### config.mk
export PLATFORM = sky130hd
export DESIGN_NAME = nvic_prio_top
export DESIGN_NICKNAME = d
export VERILOG_FILES = /design/src/source/nvic_pkg.sv /design/src/source/nvic_active_decode.sv /design/src/source/nvic_pend_tree.sv /design/src/source/nvic_preempt.sv /design/src/source/nvic_prio_top.sv
export VERILOG_INCLUDE_DIRS = /design/src /design/src/source
export SDC_FILE = /design/constraint.sdc
export NUM_CORES = 1
export LEC_CHECK = 0
export BUFFER_PORTS_ARGS = -buffer_cell sky130_fd_sc_hd__buf_2
export CAP_MARGIN = 20
export CELL_PAD_IN_SITES_DETAIL_PLACEMENT = 1
export CELL_PAD_IN_SITES_GLOBAL_PLACEMENT = 2
export CORE_ASPECT_RATIO = 0.5
export CORE_MARGIN = 4
export CORE_UTILIZATION = 31
export CTS_CLUSTER_DIAMETER = 80
export DETAILED_ROUTE_END_ITERATION = 6
export GPL_TIMING_DRIVEN = 0
export PLACE_DENSITY_LB_ADDON = 0.15
export SYNTH_ARGS = -nofsm -noshare
export SYNTH_HDL_FRONTEND = slang
export SYNTH_SLANG_ARGS = --single-unit
### constraint.sdc
create_clock -name sclk -period 0.8 [get_ports sclk]
set_input_delay 0.08 -clock sclk [delete_from_list [all_inputs] [get_ports sclk]]
set_output_delay 0.08 -clock sclk [all_outputs]
set_load 0.005 [all_outputs]
### src/source/nvic_defs.svh
//--------------------------------------------------------------------------
// NVIC priority core shared definitions
// widths, irq count and the architectural exception numbers
//--------------------------------------------------------------------------

`ifndef NVIC_DEFS_SVH
`define NVIC_DEFS_SVH

// number of irq lines, fixed by the architecture of this core
`define NVIC_NUM_IRQ   32

// priority level width, four levels with 0 the highest
`define NVIC_LVL_W     2

// exception number width as held in ipsr
`define NVIC_VEC_W     6

// one-hot active list covers nmi, hardfault, svc, pendsv, systick, irqs
`define NVIC_ACTV_W    37

// system exception numbers
`define NVIC_VEC_NMI   6'd2
`define NVIC_VEC_HDF   6'd3
`define NVIC_VEC_SVC   6'd11
`define NVIC_VEC_PSV   6'd14
`define NVIC_VEC_TCK   6'd15

// irq n has exception number base plus n
`define NVIC_VEC_IRQ0  6'd16

`endif

### src/source/nvic_pkg.sv
//--------------------------------------------------------------------------
// NVIC priority core types
// vector typedefs for the widths that carry a meaning
//--------------------------------------------------------------------------

`include "nvic_defs.svh"

package nvic_pkg;

   // exception number, as held in ipsr
   typedef logic [`NVIC_VEC_W-1:0] vec_num_t;

   // priority level
   // a lower value is a higher priority
   typedef logic [`NVIC_LVL_W-1:0] prio_lvl_t;

   // one bit per irq line
   typedef logic [`NVIC_NUM_IRQ-1:0] irq_mask_t;

   // packed irq levels
   // irq n sits in bits 2n+1 down to 2n
   typedef logic [`NVIC_NUM_IRQ*`NVIC_LVL_W-1:0] irq_lvl_t;

   // one-hot active list
   // bit 0 nmi then hardfault, svcall, pendsv, systick
   // bits 5 upwards are irq0 to irq31
   typedef logic [`NVIC_ACTV_W-1:0] actv_bit_t;

   // tournament candidate
   // top bit is enabled and pending, then level, then exception number
   typedef logic [`NVIC_LVL_W+`NVIC_VEC_W:0] cand_t;

endpackage

### src/source/nvic_active_decode.sv
//--------------------------------------------------------------------------
// NVIC active exception decode
// turns the ipsr exception number into a one-hot active list and
// works out the priority level of the active prioritisable exception
//--------------------------------------------------------------------------

`timescale 1ns/1ps

`include "nvic_defs.svh"

module nvic_active_decode (
   input  nvic_pkg::vec_num_t  ipsr_i,
   input  logic                nmi_active_i,
   input  logic                hdf_active_i,
   input  nvic_pkg::prio_lvl_t svc_lvl_i,
   input  nvic_pkg::prio_lvl_t psv_lvl_i,
   input  nvic_pkg::prio_lvl_t tck_lvl_i,
   input  nvic_pkg::irq_lvl_t  irq_lvl_i,
   output nvic_pkg::actv_bit_t actv_bit_o,
   output logic                int_actv_o,
   output nvic_pkg::prio_lvl_t int_actv_lvl_o
);

   logic                svc_actv;
   logic                psv_actv;
   logic                tck_actv;
   nvic_pkg::irq_mask_t irq_actv_bit;
   logic                irq_actv;
   nvic_pkg::prio_lvl_t irq_actv_lvl;

   //-----------------------------------------------------------------------
   // system exception decode
   //-----------------------------------------------------------------------

   // nmi and hardfault come decoded from the core already
   assign svc_actv = (ipsr_i == `NVIC_VEC_SVC);
   assign psv_actv = (ipsr_i == `NVIC_VEC_PSV);
   assign tck_actv = (ipsr_i == `NVIC_VEC_TCK);

   //-----------------------------------------------------------------------
   // irq decode
   //-----------------------------------------------------------------------

   // one comparator per irq against its exception number
   for (genvar n = 0; n < `NVIC_NUM_IRQ; n++)
   begin : g_irq_dec
      assign irq_actv_bit[n] = (ipsr_i == nvic_pkg::vec_num_t'(`NVIC_VEC_IRQ0 + n));
   end

   assign irq_actv = |irq_actv_bit;

   // mask each irq level with its active bit and or them together
   // at most one irq is active so the or acts as a mux
   always_comb
   begin
      irq_actv_lvl = '0;
      for (int n = 0; n < `NVIC_NUM_IRQ; n++)
      begin
         irq_actv_lvl = irq_actv_lvl |
                        ({`NVIC_LVL_W{irq_actv_bit[n]}} &
                         irq_lvl_i[n*`NVIC_LVL_W +: `NVIC_LVL_W]);
      end
   end

   //-----------------------------------------------------------------------
   // active level and list
   //-----------------------------------------------------------------------

   // only svc, pendsv, systick and irqs have a programmable level
   assign int_actv_o = irq_actv | tck_actv | psv_actv | svc_actv;

   // zero when nothing prioritisable is active
   assign int_actv_lvl_o = irq_actv_lvl                        |
                           ({`NVIC_LVL_W{tck_actv}} & tck_lvl_i) |
                           ({`NVIC_LVL_W{psv_actv}} & psv_lvl_i) |
                           ({`NVIC_LVL_W{svc_actv}} & svc_lvl_i);

   // thread mode and unimplemented numbers leave the list empty
   assign actv_bit_o = {irq_actv_bit,
                        tck_actv,
                        psv_actv,
                        svc_actv,
                        hdf_active_i,
                        nmi_active_i};

endmodule

### src/source/nvic_pend_tree.sv
//--------------------------------------------------------------------------
// NVIC pending tournament
// picks the highest priority enabled and pending exception among the
// irqs, svcall, pendsv and systick, lowest number winning on a tie
//--------------------------------------------------------------------------

`timescale 1ns/1ps

`include "nvic_defs.svh"

module nvic_pend_tree (
   input  logic                pend_svc_i,
   input  logic                pend_psv_i,
   input  logic                pend_tck_i,
   input  nvic_pkg::irq_mask_t pend_irq_i,
   input  nvic_pkg::irq_mask_t irq_en_i,
   input  nvic_pkg::irq_lvl_t  irq_lvl_i,
   input  nvic_pkg::prio_lvl_t svc_lvl_i,
   input  nvic_pkg::prio_lvl_t psv_lvl_i,
   input  nvic_pkg::prio_lvl_t tck_lvl_i,
   input  logic                dbg_maskints_i,
   output logic                pend_valid_o,
   output nvic_pkg::prio_lvl_t pend_lvl_o,
   output nvic_pkg::vec_num_t  pend_num_o
);

   nvic_pkg::irq_mask_t en_pend_irq;
   // heap of tournament nodes, leaves at NUM_IRQ upwards and root at 1
   nvic_pkg::cand_t     node [1:2*`NVIC_NUM_IRQ-1];
   nvic_pkg::cand_t     cand_irq;
   nvic_pkg::cand_t     cand_svc;
   nvic_pkg::cand_t     cand_psv;
   nvic_pkg::cand_t     cand_tck;
   nvic_pkg::cand_t     semi_sys;
   nvic_pkg::cand_t     semi_mix;
   nvic_pkg::cand_t     final_c;

   //-----------------------------------------------------------------------
   // match between two candidates
   //-----------------------------------------------------------------------

   // first must carry the lower exception number so it wins ties
   // second only wins when strictly higher priority or first is idle
   function automatic nvic_pkg::cand_t winner(input nvic_pkg::cand_t first,
                                              input nvic_pkg::cand_t second);
      nvic_pkg::prio_lvl_t lvl_1st;
      nvic_pkg::prio_lvl_t lvl_2nd;
      logic                enp_1st;
      logic                enp_2nd;
      logic                sel_2nd;

      lvl_1st = first[`NVIC_VEC_W +: `NVIC_LVL_W];
      lvl_2nd = second[`NVIC_VEC_W +: `NVIC_LVL_W];
      enp_1st = first[`NVIC_VEC_W+`NVIC_LVL_W];
      enp_2nd = second[`NVIC_VEC_W+`NVIC_LVL_W];
      sel_2nd = (enp_2nd & (lvl_2nd < lvl_1st)) | ~enp_1st;
      return sel_2nd ? second : first;
   endfunction

   //-----------------------------------------------------------------------
   // irq tournament 32 to 1
   //-----------------------------------------------------------------------

   assign en_pend_irq = pend_irq_i & irq_en_i;

   // leaves in irq order so left children always hold lower numbers
   for (genvar n = 0; n < `NVIC_NUM_IRQ; n++)
   begin : g_leaf
      assign node[`NVIC_NUM_IRQ+n] = {en_pend_irq[n],
                                      irq_lvl_i[n*`NVIC_LVL_W +: `NVIC_LVL_W],
                                      nvic_pkg::vec_num_t'(`NVIC_VEC_IRQ0 + n)};
   end

   // level 0 halves 32 to 16, level 4 gives the single irq winner
   for (genvar l = 0; l < $clog2(`NVIC_NUM_IRQ); l++)
   begin : g_level
      for (genvar i = 0; i < (`NVIC_NUM_IRQ >> (l + 1)); i++)
      begin : g_match
         localparam int idx = (`NVIC_NUM_IRQ >> (l + 1)) + i;
         assign node[idx] = winner(node[2*idx], node[2*idx+1]);
      end
   end

   //-----------------------------------------------------------------------
   // system handlers and debug masking
   //-----------------------------------------------------------------------

   // svcall is never masked or an svc under debug would deadlock
   assign cand_svc = {pend_svc_i, svc_lvl_i, `NVIC_VEC_SVC};
   assign cand_psv = {pend_psv_i & ~dbg_maskints_i, psv_lvl_i, `NVIC_VEC_PSV};
   assign cand_tck = {pend_tck_i & ~dbg_maskints_i, tck_lvl_i, `NVIC_VEC_TCK};

   // masking applied once on the irq winner instead of per leaf
   assign cand_irq = {node[1][`NVIC_VEC_W+`NVIC_LVL_W] & ~dbg_maskints_i,
                      node[1][`NVIC_VEC_W+`NVIC_LVL_W-1:0]};

   //-----------------------------------------------------------------------
   // final rounds
   //-----------------------------------------------------------------------

   assign semi_sys = winner(cand_svc, cand_psv);
   assign semi_mix = winner(cand_tck, cand_irq);
   assign final_c  = winner(semi_sys, semi_mix);

   assign pend_valid_o = final_c[`NVIC_VEC_W+`NVIC_LVL_W];
   assign pend_lvl_o   = final_c[`NVIC_VEC_W +: `NVIC_LVL_W];

   // number forced to zero when nothing enabled is pending
   assign pend_num_o = final_c[`NVIC_VEC_W-1:0] & {`NVIC_VEC_W{pend_valid_o}};

endmodule

### src/source/nvic_preempt.sv
//--------------------------------------------------------------------------
// NVIC preemption decision
// merges nmi, hardfault and the tournament winner against the active
// level and primask, and registers the core-facing results on sclk
//--------------------------------------------------------------------------

`timescale 1ns/1ps

`include "nvic_defs.svh"

module nvic_preempt (
   input  logic                sclk,
   input  logic                hreset_n,
   input  nvic_pkg::actv_bit_t actv_bit_i,
   input  logic                int_actv_i,
   input  nvic_pkg::prio_lvl_t int_actv_lvl_i,
   input  logic                pend_valid_i,
   input  nvic_pkg::prio_lvl_t pend_lvl_i,
   input  nvic_pkg::vec_num_t  pend_num_i,
   input  nvic_pkg::prio_lvl_t svc_lvl_i,
   input  logic                pend_nmi_i,
   input  logic                pend_hdf_i,
   input  logic                primask_i,
   output logic                int_pend_o,
   output logic                wfi_advance_o,
   output logic                svc_escalate_o,
   output nvic_pkg::vec_num_t  int_pend_num_o,
   output nvic_pkg::actv_bit_t actv_bit_o
);

   logic               nmi_actv;
   logic               n_or_h_actv;
   logic               nmi_preempt;
   logic               hdf_preempt;
   logic               lvl_ok;
   logic               tree_preempt;
   logic               int_pend;
   logic               wfi_advance;
   logic               svc_escalate;
   nvic_pkg::vec_num_t int_pend_num;

   //-----------------------------------------------------------------------
   // preemption rules
   //-----------------------------------------------------------------------

   // bits 0 and 1 of the active list are nmi and hardfault
   assign nmi_actv    = actv_bit_i[0];
   assign n_or_h_actv = actv_bit_i[0] | actv_bit_i[1];

   // nmi preempts anything but itself
   assign nmi_preempt = pend_nmi_i & ~nmi_actv;
   // hardfault preempts unless nmi or hardfault already running
   assign hdf_preempt = pend_hdf_i & ~n_or_h_actv;

   // winner must be strictly higher priority than the active level
   assign lvl_ok       = (pend_lvl_i < int_actv_lvl_i) | ~int_actv_i;
   assign tree_preempt = pend_valid_i & lvl_ok & ~n_or_h_actv;

   // a wfi still retires on an exception held off only by primask
   assign wfi_advance = tree_preempt | nmi_preempt | hdf_preempt;
   assign int_pend    = (tree_preempt & ~primask_i) | nmi_preempt | hdf_preempt;

   // nmi over hardfault over the tournament winner
   always_comb
   begin
      if (pend_nmi_i)
         int_pend_num = `NVIC_VEC_NMI;
      else if (pend_hdf_i)
         int_pend_num = `NVIC_VEC_HDF;
      else
         int_pend_num = pend_num_i;
   end

   // svc at or below the active priority cannot be taken
   assign svc_escalate = int_actv_i & (svc_lvl_i >= int_actv_lvl_i);

   //-----------------------------------------------------------------------
   // output registers
   //-----------------------------------------------------------------------

   always_ff @(posedge sclk or negedge hreset_n)
   begin
      if (!hreset_n)
      begin
         int_pend_o     <= 1'b0;
         wfi_advance_o  <= 1'b0;
         svc_escalate_o <= 1'b0;
         int_pend_num_o <= '0;
         actv_bit_o     <= '0;
      end
      else
      begin
         int_pend_o     <= int_pend;
         wfi_advance_o  <= wfi_advance;
         svc_escalate_o <= svc_escalate;
         int_pend_num_o <= int_pend_num;
         actv_bit_o     <= actv_bit_i;
      end
   end

endmodule

### src/source/nvic_prio_top.sv
//--------------------------------------------------------------------------
// NVIC exception prioritisation core
// active decode and pending tournament side by side, feeding the
// registered preemption stage
//--------------------------------------------------------------------------

`timescale 1ns/1ps

`include "nvic_defs.svh"

module nvic_prio_top (
   input  logic                sclk,
   input  logic                hreset_n,
   // core state
   input  nvic_pkg::vec_num_t  ipsr_i,
   input  logic                nmi_active_i,
   input  logic                hdf_active_i,
   input  logic                primask_i,
   input  logic                dbg_maskints_i,
   // pend bits
   input  logic                pend_nmi_i,
   input  logic                pend_hdf_i,
   input  logic                pend_svc_i,
   input  logic                pend_psv_i,
   input  logic                pend_tck_i,
   input  nvic_pkg::irq_mask_t pend_irq_i,
   input  nvic_pkg::irq_mask_t irq_en_i,
   // priority levels
   input  nvic_pkg::prio_lvl_t svc_lvl_i,
   input  nvic_pkg::prio_lvl_t psv_lvl_i,
   input  nvic_pkg::prio_lvl_t tck_lvl_i,
   input  nvic_pkg::irq_lvl_t  irq_lvl_i,
   // registered results to the core
   output logic                int_pend_o,
   output nvic_pkg::vec_num_t  int_pend_num_o,
   output logic                wfi_advance_o,
   output logic                svc_escalate_o,
   output nvic_pkg::actv_bit_t actv_bit_o
);

   nvic_pkg::actv_bit_t actv_bit;
   logic                int_actv;
   nvic_pkg::prio_lvl_t int_actv_lvl;
   logic                pend_valid;
   nvic_pkg::prio_lvl_t pend_lvl;
   nvic_pkg::vec_num_t  pend_num;

   //-----------------------------------------------------------------------
   // combinational front end
   //-----------------------------------------------------------------------

   nvic_active_decode u_active (
      .ipsr_i         (ipsr_i),
      .nmi_active_i   (nmi_active_i),
      .hdf_active_i   (hdf_active_i),
      .svc_lvl_i      (svc_lvl_i),
      .psv_lvl_i      (psv_lvl_i),
      .tck_lvl_i      (tck_lvl_i),
      .irq_lvl_i      (irq_lvl_i),
      .actv_bit_o     (actv_bit),
      .int_actv_o     (int_actv),
      .int_actv_lvl_o (int_actv_lvl)
   );

   nvic_pend_tree u_pend (
      .pend_svc_i     (pend_svc_i),
      .pend_psv_i     (pend_psv_i),
      .pend_tck_i     (pend_tck_i),
      .pend_irq_i     (pend_irq_i),
      .irq_en_i       (irq_en_i),
      .irq_lvl_i      (irq_lvl_i),
      .svc_lvl_i      (svc_lvl_i),
      .psv_lvl_i      (psv_lvl_i),
      .tck_lvl_i      (tck_lvl_i),
      .dbg_maskints_i (dbg_maskints_i),
      .pend_valid_o   (pend_valid),
      .pend_lvl_o     (pend_lvl),
      .pend_num_o     (pend_num)
   );

   //-----------------------------------------------------------------------
   // registered decision
   //-----------------------------------------------------------------------

   nvic_preempt u_preempt (
      .sclk           (sclk),
      .hreset_n       (hreset_n),
      .actv_bit_i     (actv_bit),
      .int_actv_i     (int_actv),
      .int_actv_lvl_i (int_actv_lvl),
      .pend_valid_i   (pend_valid),
      .pend_lvl_i     (pend_lvl),
      .pend_num_i     (pend_num),
      .svc_lvl_i      (svc_lvl_i),
      .pend_nmi_i     (pend_nmi_i),
      .pend_hdf_i     (pend_hdf_i),
      .primask_i      (primask_i),
      .int_pend_o     (int_pend_o),
      .wfi_advance_o  (wfi_advance_o),
      .svc_escalate_o (svc_escalate_o),
      .int_pend_num_o (int_pend_num_o),
      .actv_bit_o     (actv_bit_o)
   );

endmodule

After elaboration in Yosys (flattened, before gate mapping):

Cells that the tools add are included.

* flip-flop bits (word level): 46
* word-level logic and storage cells: 309

* order comparisons: 36
* equality and inequality tests: 35
* multiplexer cells: 36
* bitwise logic cells: 196
* reduce and logical (&&, ||, !) cells: 1

Operators with widths (count)
* 2-to-1 mux 9 bit: 34
* == test 6 x 5 -> 1 bit, second input constant: 16
* == test 6 bit, second input constant: 16
* bitwise AND 2 bit: 35
* < comparator 2 bit: 35
* bitwise OR 2 bit: 34
* bitwise AND 1 bit: 43
* bitwise OR 1 bit: 43
* inverter 1 bit: 39
* bitwise AND 32 bit: 1
* OR reduction 32 bit: 1
* == test 6 x 4 -> 1 bit, second input constant: 3
* 2-to-1 mux 6 bit: 2
* bitwise AND 6 bit: 1
* greater-or-equal comparator 2 bit: 1

Longest topological paths before layout:

Gate-level depths: netlist (run 1).

* depth in word-level cells: 43
* gate-level depth with buffers: 48
* gate-level depth less buffers: 48

Modules after synthesis:

Synthesis (run 1) repeated with hierarchy kept, for this count alone.

* cell total of the unflattened synthesis: 759
* area total of the unflattened synthesis: 6251.0 um2

By module, submodules not included
* nvic_pend_tree: instances 1, cells an instance 517, area each 3854.9 um2
* nvic_preempt: instances 1, cells an instance 71, area each 1313.8 um2
* nvic_active_decode: instances 1, cells an instance 171, area each 1082.3 um2

Worst setup path after synthesis (run 1):

Ideal clock, no wire load.

* path kind: input to register
* start: input irq_lvl_i[61]
* end: register u_preempt.int_pend_o
* setup time: 127 ps
* data arrival time: 7655 ps
* required time: 673 ps
* setup slack: -6982 ps
* stages on the path: 43
* path buffers: 0
* cell sequence: inv_1 ha_1 o21ai_0 a21oi_1 mux2i_1 inv_1 ha_1 o31a_1 o21a_1 mux2_2 inv_1 ha_1 a21o_1 o31ai_2 mux2i_1 ha_1 nand2b_1 o21a_1 [7 not listed] o211ai_2 nand2_1 ha_1 nor2_1 o41a_1 o211a_1 a21o_1 a31oi_1 ha_1 a311oi_1 o21ai_0 nor2_1 o2bb2ai_1 ha_1 nor2_1 o21a_1 a31oi_1 o21ai_1

* longest elaborated chain between the ends: 35

RTL lines
* start: declaration: RTL line nvic_prio_top.sv:32 `input nvic_pkg::irq_lvl_t irq_lvl_i,`
* < comparator 2 bit: RTL line nvic_pend_tree.sv:56 `sel_2nd = (enp_2nd & (lvl_2nd < lvl_1st)) | ~enp_1st;`
* bitwise AND 1 bit: RTL line nvic_pend_tree.sv:56
* bitwise OR 1 bit: RTL line nvic_pend_tree.sv:56
* 2-to-1 mux 9 bit: RTL line nvic_pend_tree.sv:57 `return sel_2nd ? second : first;`
* < comparator 2 bit: RTL line nvic_pend_tree.sv:56
* bitwise AND 1 bit: RTL line nvic_pend_tree.sv:56
* bitwise OR 1 bit: RTL line nvic_pend_tree.sv:56
* 2-to-1 mux 9 bit: RTL line nvic_pend_tree.sv:57
* [18 not listed]
* bitwise OR 1 bit: RTL line nvic_pend_tree.sv:56
* 2-to-1 mux 9 bit: RTL line nvic_pend_tree.sv:57
* < comparator 2 bit: RTL line nvic_preempt.sv:56 `assign lvl_ok = (pend_lvl_i < int_actv_lvl_i) | ~int_actv_i;`
* bitwise OR 1 bit: RTL line nvic_preempt.sv:56
* bitwise AND 1 bit * (2 in a row): RTL line nvic_preempt.sv:57 `assign tree_preempt = pend_valid_i & lvl_ok & ~n_or_h_actv;`
* bitwise AND 1 bit *: RTL line nvic_preempt.sv:61 `assign int_pend = (tree_preempt & ~primask_i) | nmi_preempt | hdf_preempt;`
* bitwise OR 1 bit * (2 in a row): RTL line nvic_preempt.sv:61
* named net u_preempt.int_pend: RTL line nvic_preempt.sv:37 `logic int_pend;`
* end signal: assignment: RTL line nvic_preempt.sv:93 `int_pend_o <= int_pend;`
* end: declaration: RTL line nvic_preempt.sv:24 `output logic int_pend_o,`

Mark *: on every way through the listed nets, which the timed path passes. The rest lies on a longest branch.

Worst setup path in the final report (run 1):

* start: input irq_lvl_i[15]
* end: register u_preempt.int_pend_o

* longest elaborated chain between the ends: 36

RTL lines (RTL line)
* branches (longest 31 deep; another with < comparator 2 bit)
* bitwise AND 1 bit * (2 in a row): nvic_preempt.sv:57
* bitwise AND 1 bit *: nvic_preempt.sv:61
* bitwise OR 1 bit * (2 in a row): nvic_preempt.sv:61
* named net u_preempt.int_pend: nvic_preempt.sv:37

Mark *: on every way through the listed nets, which the timed path passes.

==> flow_summary.yaml, run 1 <==
outcome:
  status: "finished with violations"
  failed_checks: "hold timing, setup timing"
cts:
  clk_pin_slew_ps: 80
  cts_buffers: 5
  clockBufferDepth: 2
  h-tree-depth: 2
  clockRootBuffer: "clkbuf_16"
  tritoncts_num_sinks: 46
  hold_buffers: 3
  cts_tree: "done"
floorplan:
  core_area_sq_um: 17700
  dieArea_sq_um: 20700
  initial_utilization_pct: 32.1
  io_pins: 197
  fp.dieH_microns: 104
  floorplan.rows: 34
  die_w_microns: 199
setup_path:
  cp.arrival_ps: 8280
  crit_top_cell: "buf_4"
  worstSetupStartpoint: "irq_lvl_i[15]"
  path_class: "in -> reg"
  cpPeakStageDelay_ps: 640
  cp_max_fo: 4
  endpoint_kind: "flop"
  required_ps: 970
  slowest_stage: "o311ai_1"
  startpoint_type: "input port"
timing:
  finalHoldViolations: 23
  grt_setup_unrepaired: "true"
  hold_slack_ps: -216
  max_slew_margin_pct: 44.1
  setup_tns_ps: -61270
  maxSlewViolCount: 0
  setup_violations: 55
  min_period_ps: 8100
  worst_slack_ps: -7300
  tightest_slew_ps: 827
  fmax_mhz: 123
  fin_crit_sh_pct: 1010
final_layout:
  drive_above_1_share_pct: 54.8
  regArea_sq_um: 1150
  diodes: 0
  areaGrowthSynthToFinish_pct: 68.6
  nFillCells: 2084
  finalNonFillerCells: 1282
  multi_input_area_sq_um: 5230
  final_nets: 1235
run:
  cap_violations: 0
placed_design:
  routabilityCongestion: 0.886
  hpwl_microns: 21500
  dp_cells: 1110
  dp_worst_setup_slack_ps: -8050
  io_buffers: 192
detailed_routing:
  via_per_inst: 5.71
  drt_wl_total_microns: 29600
  drt_iter0_markers: 432
  first_pass_iters: 6
  vias: 7314
  drc: 0
  post_drt_wl_per_cell_microns: 23.1
  antenna_left: 0
power_and_ir_drop:
  power.leakage_nw: 4.48
  power.total_mw: 20.1
  irDropWorstVdd_uv: 1080
  p_per_area_nw_per_um2: 2100
synthesis:
  async_flop_share_pct: 100
  synth_top_family_by_area: "compound AO/OA/AOI/OAI gates"
  syn_nets: 872
  synth_cell_types: 80
  syn-mean-instance-area_sq_um: 8.30
  muxShareOfSynthArea_pct: 6.24
  synth.yosys.seq_area_share_pct: 20.3
  syn_inst: 684
  synth_compound_area_share_pct: 36.4
  synthXorXnorAreaFrac_pct: 0
  ys_seq_elements: 46
  synth_area_sq_um: 5670
  ys.flop_type: "dfrtp_1"
  synth_adder_area_share_pct: 8.16
  yosys.area_share.simple_pct: 24.3
  ys_warn_count: 0
  synth_edf_count: 0
min_path:
  min_path_type: "in -> async"
global_routing:
  grt_antenna_before_repair: 0
  grt_pass1_wl_microns: 41900
  overflow: 0
  grt_pass1_vias: 7434
  grt_max_degree: 47
  grt_util_all_layers_pct: 25.6
==> worst max path at each step <==
stage                                        endpoint  slack [ps]
finish                 u_preempt.int_pend_o$_DFF_PN0_       -7300
global route        u_preempt.wfi_advance_o$_DFF_PN0_       -7540
CTS                    u_preempt.int_pend_o$_DFF_PN0_       -6680
detailed placement     u_preempt.int_pend_o$_DFF_PN0_       -8050
global placement       u_preempt.int_pend_o$_DFF_PN0_       -7830
floorplan              u_preempt.int_pend_o$_DFF_PN0_       -6500
==> worst max-delay path, delay by kind of cell <==
kind / cells / cell delay, ps
buffers and inverters: 11 / 1330
AND/OR/NAND/NOR: 9 / 1670
multiplexers: 1 / 260
AO/OA/AOI/OAI: 18 / 3780
adder cells (fa/ha/maj): 6 / 1180
==> layer usage <==
metal / wire [microns] / global-route usage [%] / vias up
met5: 0 / 0 / -
met4: 558 / 4.22 / 0
met3: 1680 / 4.64 / 42
met2: 13600 / 42.0 / 209
met1: 13800 / 35.9 / 3672
li1: - / - / 3391
==> sequential cells by signal, indices dropped and copies added, names as in the netlist <==
name and flops:
u_preempt.actv_bit_o 37, u_preempt.int_pend_num_o 6, u_preempt.int_pend_o 1, u_preempt.svc_escalate_o 1, u_preempt.wfi_advance_o 1
==> cell families after synthesis <==
| family | after synthesis |
|---|---|
| simple gates | 245 |
| mux | 34 |
| compound gates | 255 |
| buf+inv | 67 |
| flops | 46 |
| fa+ha+maj | 37 |
==> report_power, final <==
part	switching, mW	internal [mW]
logic	7.58	7.45
registers	0.0370	2.45
clock network	1.04	1.50
==> cells in the final DEF (no fill, tap or decap), drive strengths merged, types with 6 or more instances in the layout <==
master and instances:
nand4bb 16, o21ai 37, a22o 14, o311ai 17, o31a 13, buf 361
o211ai 11, and4bb 7, mux2i 23, nand4 10, clkbuf 6, and2 9
a22oi 37, nand3 9, nor3 6, inv 59, o31ai 6, a21oi 33
ha 37, nand2b 10, a21o 24, dfrtp 46, nand2 68, o21a 11
nor2 72, nor4bb 11, mux2 11
==> cell type report <==
type	count	area share (%)
sequential	46	12.0
clock buffer	5	1.31
buffer	8	1.19
clock inverter	3	0.510
multi-input combinational	571	54.7
timing repair buffer	357	24.7
tap	234	3.06
inverter	58	2.46
==> Yosys cell counts (all sizes together), types with 6 or more instances <==
master	number	area (sq um)
mux2i	23	230
nand2b	10	62.6
nand4bb	16	180
nor3	6	30.0
buf	8	40.0
o31ai	6	87.6
a21oi	33	169
o311ai	17	179
o31a	13	114
nand2	68	255
and2	9	56.3
nor4bb	11	110
ha	37	463
nor2	72	270
o21ai	37	185
inv	58	218
o211ai	11	87.6
dfrtp	46	1150
a21o	24	180
mux2	11	124
o21a	11	82.6
a22oi	37	337
nand3	9	50.1
and4bb	7	87.6
nand4	10	68.8
a22o	14	123
==> timing repair <==
item	in CTS	in global routing
pin swaps	87	71
hold endpoints to repair	4	23
resized for setup	103	84
buffers inserted	114	47
endpoints found under the setup margin	56	56
gates cloned	0	0
==> through the flow <==
| step | instance area (sq um) | util (%) |
|---|---|---|
| floorplan | 6070 | - |
| global placement | 7330 | 41.5 |
| detailed placement | 7330 | 41.5 |
| CTS | 8820 | 50.0 |
| global route | 9560 | 54.2 |
| finish | 9560 | 54.2 |
Power figures use the tool's default switching activity.
==> run 2: changes to the inputs <==
--- a/config.mk
+++ b/config.mk
@@ -6,17 +6,19 @@
 export SDC_FILE = /design/constraint.sdc
 export NUM_CORES = 1
 export LEC_CHECK = 0
+export ABC_AREA = 1
 export BUFFER_PORTS_ARGS = -buffer_cell sky130_fd_sc_hd__buf_2
 export CAP_MARGIN = 20
 export CELL_PAD_IN_SITES_DETAIL_PLACEMENT = 1
 export CELL_PAD_IN_SITES_GLOBAL_PLACEMENT = 2
 export CORE_ASPECT_RATIO = 0.5
 export CORE_MARGIN = 4
-export CORE_UTILIZATION = 31
+export CORE_UTILIZATION = 26
 export CTS_CLUSTER_DIAMETER = 80
 export DETAILED_ROUTE_END_ITERATION = 6
 export GPL_TIMING_DRIVEN = 0
 export PLACE_DENSITY_LB_ADDON = 0.15
+export SETUP_SLACK_MARGIN = 0.05
 export SYNTH_ARGS = -nofsm -noshare
 export SYNTH_HDL_FRONTEND = slang
 export SYNTH_SLANG_ARGS = --single-unit
==> flow_summary.yaml, run 2 <==
outcome:
  status: "finished with violations"
  failed_checks: "hold timing, setup timing"
setup_path:
  required_ps: 1000
  cpPeakStageDelay_ps: 280
  endpoint_kind: "flop"
  path_class: "in -> reg"
  cp.arrival_ps: 5360
  cp_num_buf_inv: 7
  startpoint_type: "input port"
  slowest_stage: "ha_1"
  cp_max_fo: 4
  cpLargestDelayFamily: "simple AND/OR/NAND/NOR gates"
synthesis:
  synth.most_common_cell: "nand2_1"
  ys_warn_count: 0
  ys.flop_type: "dfrtp_1"
  ys_seq_elements: 46
  synth.top_cells.by_count: "291 x nand2_1, 122 x inv_1, 99 x nor2_1"
  synth_top_area_cell: "dfrtp_1"
  syn_inst: 821
  synth.yosys.seq_area_share_pct: 23.4
  synth_edf_count: 0
  synth_area_leaders: "dfrtp_1 23%, nand2_1 22%, ha_1 9.4%, inv_1 9.3%, nor2_1 7.5%"
  synth_area_sq_um: 4920
  synth_cell_types: 34
  syn-mean-instance-area_sq_um: 6.00
  synth_top_area_share_pct: 23.4
  async_flop_share_pct: 100
  syn_nets: 1009
cts:
  h-tree-depth: 2
  clockRootBuffer: "clkbuf_16"
  clockBufferDepth: 2
  cts_tree: "done"
  cts_buffers: 5
  hold_buffers: 3
  tritoncts_num_sinks: 46
  clk_pin_slew_ps: 80
placed_design:
  io_buffers: 196
  routabilityCongestion: 0.821
  dp_worst_setup_slack_ps: -5460
  hpwl_microns: 18000
final_layout:
  largest-register: "u_preempt.actv_bit_o"
  diodes: 0
  largest_register_ffs: 37
  areaGrowthSynthToFinish_pct: 79.9
  final_nets: 1345
  nFillCells: 2393
  drive_above_1_share_pct: 53.8
  layout_commonest_cell: "nand2_1"
  largest_registers: "u_preempt.actv_bit_o (37), u_preempt.int_pend_num_o (6)"
  layout_common_cells: "219 x nand2_1, 178 x buf_2, 122 x buf_4, 88 x inv_1, 78 x nand2_2"
floorplan:
  die_w_microns: 203
  core_area_sq_um: 18500
  dieArea_sq_um: 21300
  io_pins: 197
  initial_utilization_pct: 26.6
  floorplan.rows: 35
  fp.dieH_microns: 105
timing:
  setup_tns_ps: -39390
  fin_crit_sh_pct: 645
  tightest_slew_ps: 605
  max_slew_margin_pct: 59.2
  worst_slack_ps: -4360
  fmax_mhz: 194
  finalHoldViolations: 18
  min_period_ps: 5160
  hold_slack_ps: -267
  maxSlewViolCount: 0
  setup_violations: 55
  grt_setup_unrepaired: "true"
global_routing:
  grt_antenna_before_repair: 1
  grt_pass1_vias: 6844
  grt_pass1_wl_microns: 35300
  grt_util_all_layers_pct: 20.7
  overflow: 0
  grt_max_degree: 30
power_and_ir_drop:
  p_per_area_nw_per_um2: 1900
  power.total_mw: 16.8
  power.leakage_nw: 4.73
  irDropWorstVdd_uv: 1110
detailed_routing:
  antenna_left: 0
  drc: 0
  drt_iter0_markers: 261
  vias: 6535
  via_per_inst: 4.61
  post_drt_wl_per_cell_microns: 16.7
  drt_wl_total_microns: 23600
  first_pass_iters: 4
run:
  cap_violations: 0
min_path:
  min_path_type: "in -> async"
-- run 2: cell count changes after synthesis, moves of 25 or more --
cell     delta
a22oi_1    -25
nor2_1     +27
nand3_1    +36
inv_1      +64
nand2_1   +223
nand2_2    +35
-- run 2: report_power, final --
group	switching (mW)	leakage, nW	internal (mW)	total (mW)
Clock	1.17	0.0848	1.50	2.67
Sequential	0.0335	0.623	2.45	2.48
Combinational	6.32	4.02	5.35	11.7
-- run 2: how the worst max path moves through the flow --
stage                     cells past startpoint           from                                 to
after global placement                       50  irq_lvl_i[33]     u_preempt.int_pend_o$_DFF_PN0_
after global routing                         51   irq_lvl_i[1]  u_preempt.wfi_advance_o$_DFF_PN0_
after floorplan                              50   irq_lvl_i[1]     u_preempt.int_pend_o$_DFF_PN0_
after CTS                                    51   irq_lvl_i[1]  u_preempt.wfi_advance_o$_DFF_PN0_
after detailed placement                     49  irq_lvl_i[33]  u_preempt.wfi_advance_o$_DFF_PN0_
final                                        50   irq_lvl_i[5]  u_preempt.wfi_advance_o$_DFF_PN0_
-- run 2: cell type report --
class,instances,area (sq um),area share (%)
sequential,46,1150,13.0
buffer,2,36.3,0.410
clock buffer,5,125,1.41
timing repair buffer,329,2160,24.4
multi-input combinational,649,4500,50.8
inverter,124,513,5.79
tap,259,324,3.66
clock inverter,3,47.5,0.537
-- run 2: per-stage QoR --
step                      std cells  util, %  cell area (sq um)
final                          1417     47.9               8860
after detailed placement       1277     34.5               6370
after global placement         1276     34.4               6350
after floorplan                 821        -               5040
after global routing           1417     47.9               8860
after CTS                      1387     43.5               8040
-- run 2: metal layers --
| metal | GRT usage (%) | vias to the layer above | routed length, microns |
|---|---|---|---|
| met3 | 3.66 | 16 | 889 |
| li1 | - | 3281 | - |
| met5 | 0 | - | 0 |
| met2 | 35.0 | 110 | 11300 |
| met4 | 2.66 | 0 | 199 |
| met1 | 28.6 | 3128 | 11200 |
-- run 2: kinds of logic (layout without fill, tap and decap cells) --
family | count (synthesis) | in the layout | share of synthesized area, %
simple gates | 506 | 506 | 45.2
flops | 46 | 46 | 23.4
compound gates | 106 | 106 | 12.4
fa+ha+maj | 37 | 37 | 9.40
buf+inv | 126 | 463 | 9.60
-- run 2: timing repair --
item                       in CTS  in global routing
hold endpoints to repair       20                 18
setup endpoints to repair      63                 81
gates resized for setup       198                153
setup buffers                  99                 32
pin swaps                      89                 64
==> run 3: changes to the inputs <==
--- a/config.mk
+++ b/config.mk
@@ -18,6 +18,7 @@
 export DETAILED_ROUTE_END_ITERATION = 6
 export GPL_TIMING_DRIVEN = 0
 export PLACE_DENSITY_LB_ADDON = 0.15
+export REMOVE_ABC_BUFFERS = 1
 export SETUP_SLACK_MARGIN = 0.05
 export SYNTH_ARGS = -nofsm -noshare
 export SYNTH_HDL_FRONTEND = slang
==> flow_summary.yaml, run 3 (synthesis results as in run 2) <==
outcome:
  status: "finished with violations"
  failed_checks: "hold timing, setup timing"
detailed_routing:
  vias: 6711
  drt_wl_total_microns: 23300
  antenna_left: 0
  via_per_inst: 4.63
  first_pass_iters: 4
  drt_iter0_markers: 199
  drc: 0
  post_drt_wl_per_cell_microns: 16.1
setup_path:
  endpoint_kind: "flop"
  slowest_stage: "ha_1"
  cpPeakStageDelay_ps: 290
  path_class: "in -> reg"
  required_ps: 970
  crit_top_cell: "nand2_4"
  cp_max_fo: 4
  startpoint_type: "input port"
  cp.arrival_ps: 5270
final_layout:
  nFillCells: 2393
  largest_registers: "u_preempt.actv_bit_o (37), u_preempt.int_pend_num_o (6)"
  largest_register_ffs: 37
  fin_util_pct: 49.3
  areaGrowthSynthToFinish_pct: 84.9
  final_nets: 1376
  largest-register: "u_preempt.actv_bit_o"
  drive_above_1_share_pct: 55.5
  layout_commonest_cell: "nand2_1"
  layout_common_cells: "214 x nand2_1, 175 x buf_2, 161 x buf_4, 92 x inv_1, 71 x nand2_2"
  multi_input_area_sq_um: 4600
  regArea_sq_um: 1150
placed_design:
  routabilityCongestion: 0.850
  dp_worst_setup_slack_ps: -5740
  io_buffers: 196
  hpwl_microns: 17700
cts:
  tritoncts_num_sinks: 46
  clockRootBuffer: "clkbuf_16"
  clk_pin_slew_ps: 70
  clockBufferDepth: 2
  cts_tree: "done"
  hold_buffers: 3
  h-tree-depth: 2
  cts_buffers: 5
timing:
  hold_slack_ps: -193
  maxSlewViolCount: 0
  max_slew_margin_pct: 38.9
  fmax_mhz: 196
  setup_tns_ps: -37470
  tightest_slew_ps: 905
  finalHoldViolations: 46
  grt_setup_unrepaired: "true"
  min_period_ps: 5100
  worst_slack_ps: -4300
  fin_crit_sh_pct: 638
  setup_violations: 57
run:
  cap_violations: 0
global_routing:
  grt_max_degree: 47
  grt_pass1_vias: 7191
  grt_pass1_wl_microns: 35900
  overflow: 0
  grt_util_all_layers_pct: 20.6
  grt_antenna_before_repair: 0
power_and_ir_drop:
  power.leakage_nw: 4.83
  irDropWorstVdd_uv: 1070
  p_per_area_nw_per_um2: 1850
floorplan:
  fp.dieH_microns: 105
  floorplan.rows: 35
  io_pins: 197
  core_area_sq_um: 18500
  dieArea_sq_um: 21300
  initial_utilization_pct: 26.6
  die_w_microns: 203
min_path:
  min_path_type: "in -> async"
-- run 3: changes by cell type in the layout (fill, tap and decap cells not counted), moves of 6 or more --
cell,previous run,this run
ha_1,20,13
nand2_2,78,71
a221oi_2,6,0
ha_4,17,24
nor2_2,26,32
nand2_4,40,52
a221oi_1,2,8
buf_4,122,161
buf_6,22,16
-- run 3: repair_timing --
item	CTS	global route
buffers inserted	126	36
setup endpoints to repair	98	82
hold endpoints to repair	49	46
pin swaps	100	90
cloned	0	1
gates resized for setup	239	163
-- run 3: layout make-up --
class	count	area share, %
antenna	1	0.0275
clock buffer	5	1.37
clock inverter	3	0.234
inverter	124	5.44
multi-input combinational	649	50.6
sequential	46	12.6
tap	259	3.56
timing repair buffer	361	26.1
timing repair inverter	1	0.0550
-- run 3: worst max-delay path, delay by kind of cell --
kind	cells	cell delay, ps
and+or+nand+nor	28	2050
adders and majority gates	7	1840
buffers and inverters	7	770
AOI/OAI and AO/OA	7	520
-- run 3: worst max-delay path by stage --
stage / start / endpoint / depth (start not counted) / slack (ps)
detailed placement: irq_lvl_i[17] / u_preempt.int_pend_o$_DFF_PN0_ / 47 / -5740
floorplan: irq_lvl_i[17] / u_preempt.int_pend_o$_DFF_PN0_ / 48 / -4500
global placement: irq_lvl_i[17] / u_preempt.int_pend_o$_DFF_PN0_ / 47 / -5490
CTS: irq_lvl_i[33] / u_preempt.wfi_advance_o$_DFF_PN0_ / 49 / -4280
global route: irq_lvl_i[49] / u_preempt.int_pend_o$_DFF_PN0_ / 49 / -4580
finish: irq_lvl_i[49] / u_preempt.int_pend_o$_DFF_PN0_ / 49 / -4300
-- run 3: per-stage QoR --
step | instance area, sq um | power [mW] | instances
global route | 9100 | 18.1 | 1448
CTS | 8180 | 15.1 | 1411
finish | 9110 | 16.9 | 1449
floorplan | 4920 | 6.89 | 819
detailed placement | 6220 | 8.86 | 1274
global placement | 6220 | 8.66 | 1274
-- run 3: metal layers --
metal	up-vias	GRT usage [%]	wire length, microns
li1	3346	-	-
met1	3259	26.2	10500
met2	92	38.9	12000
met3	14	2.09	665
met4	0	2.76	174
met5	-	0	0
-- run 3: where the power goes --
group          internal [mW]  switching [mW]
Clock                   1.16           0.926
Sequential              2.45          0.0311
Combinational           5.78            6.52
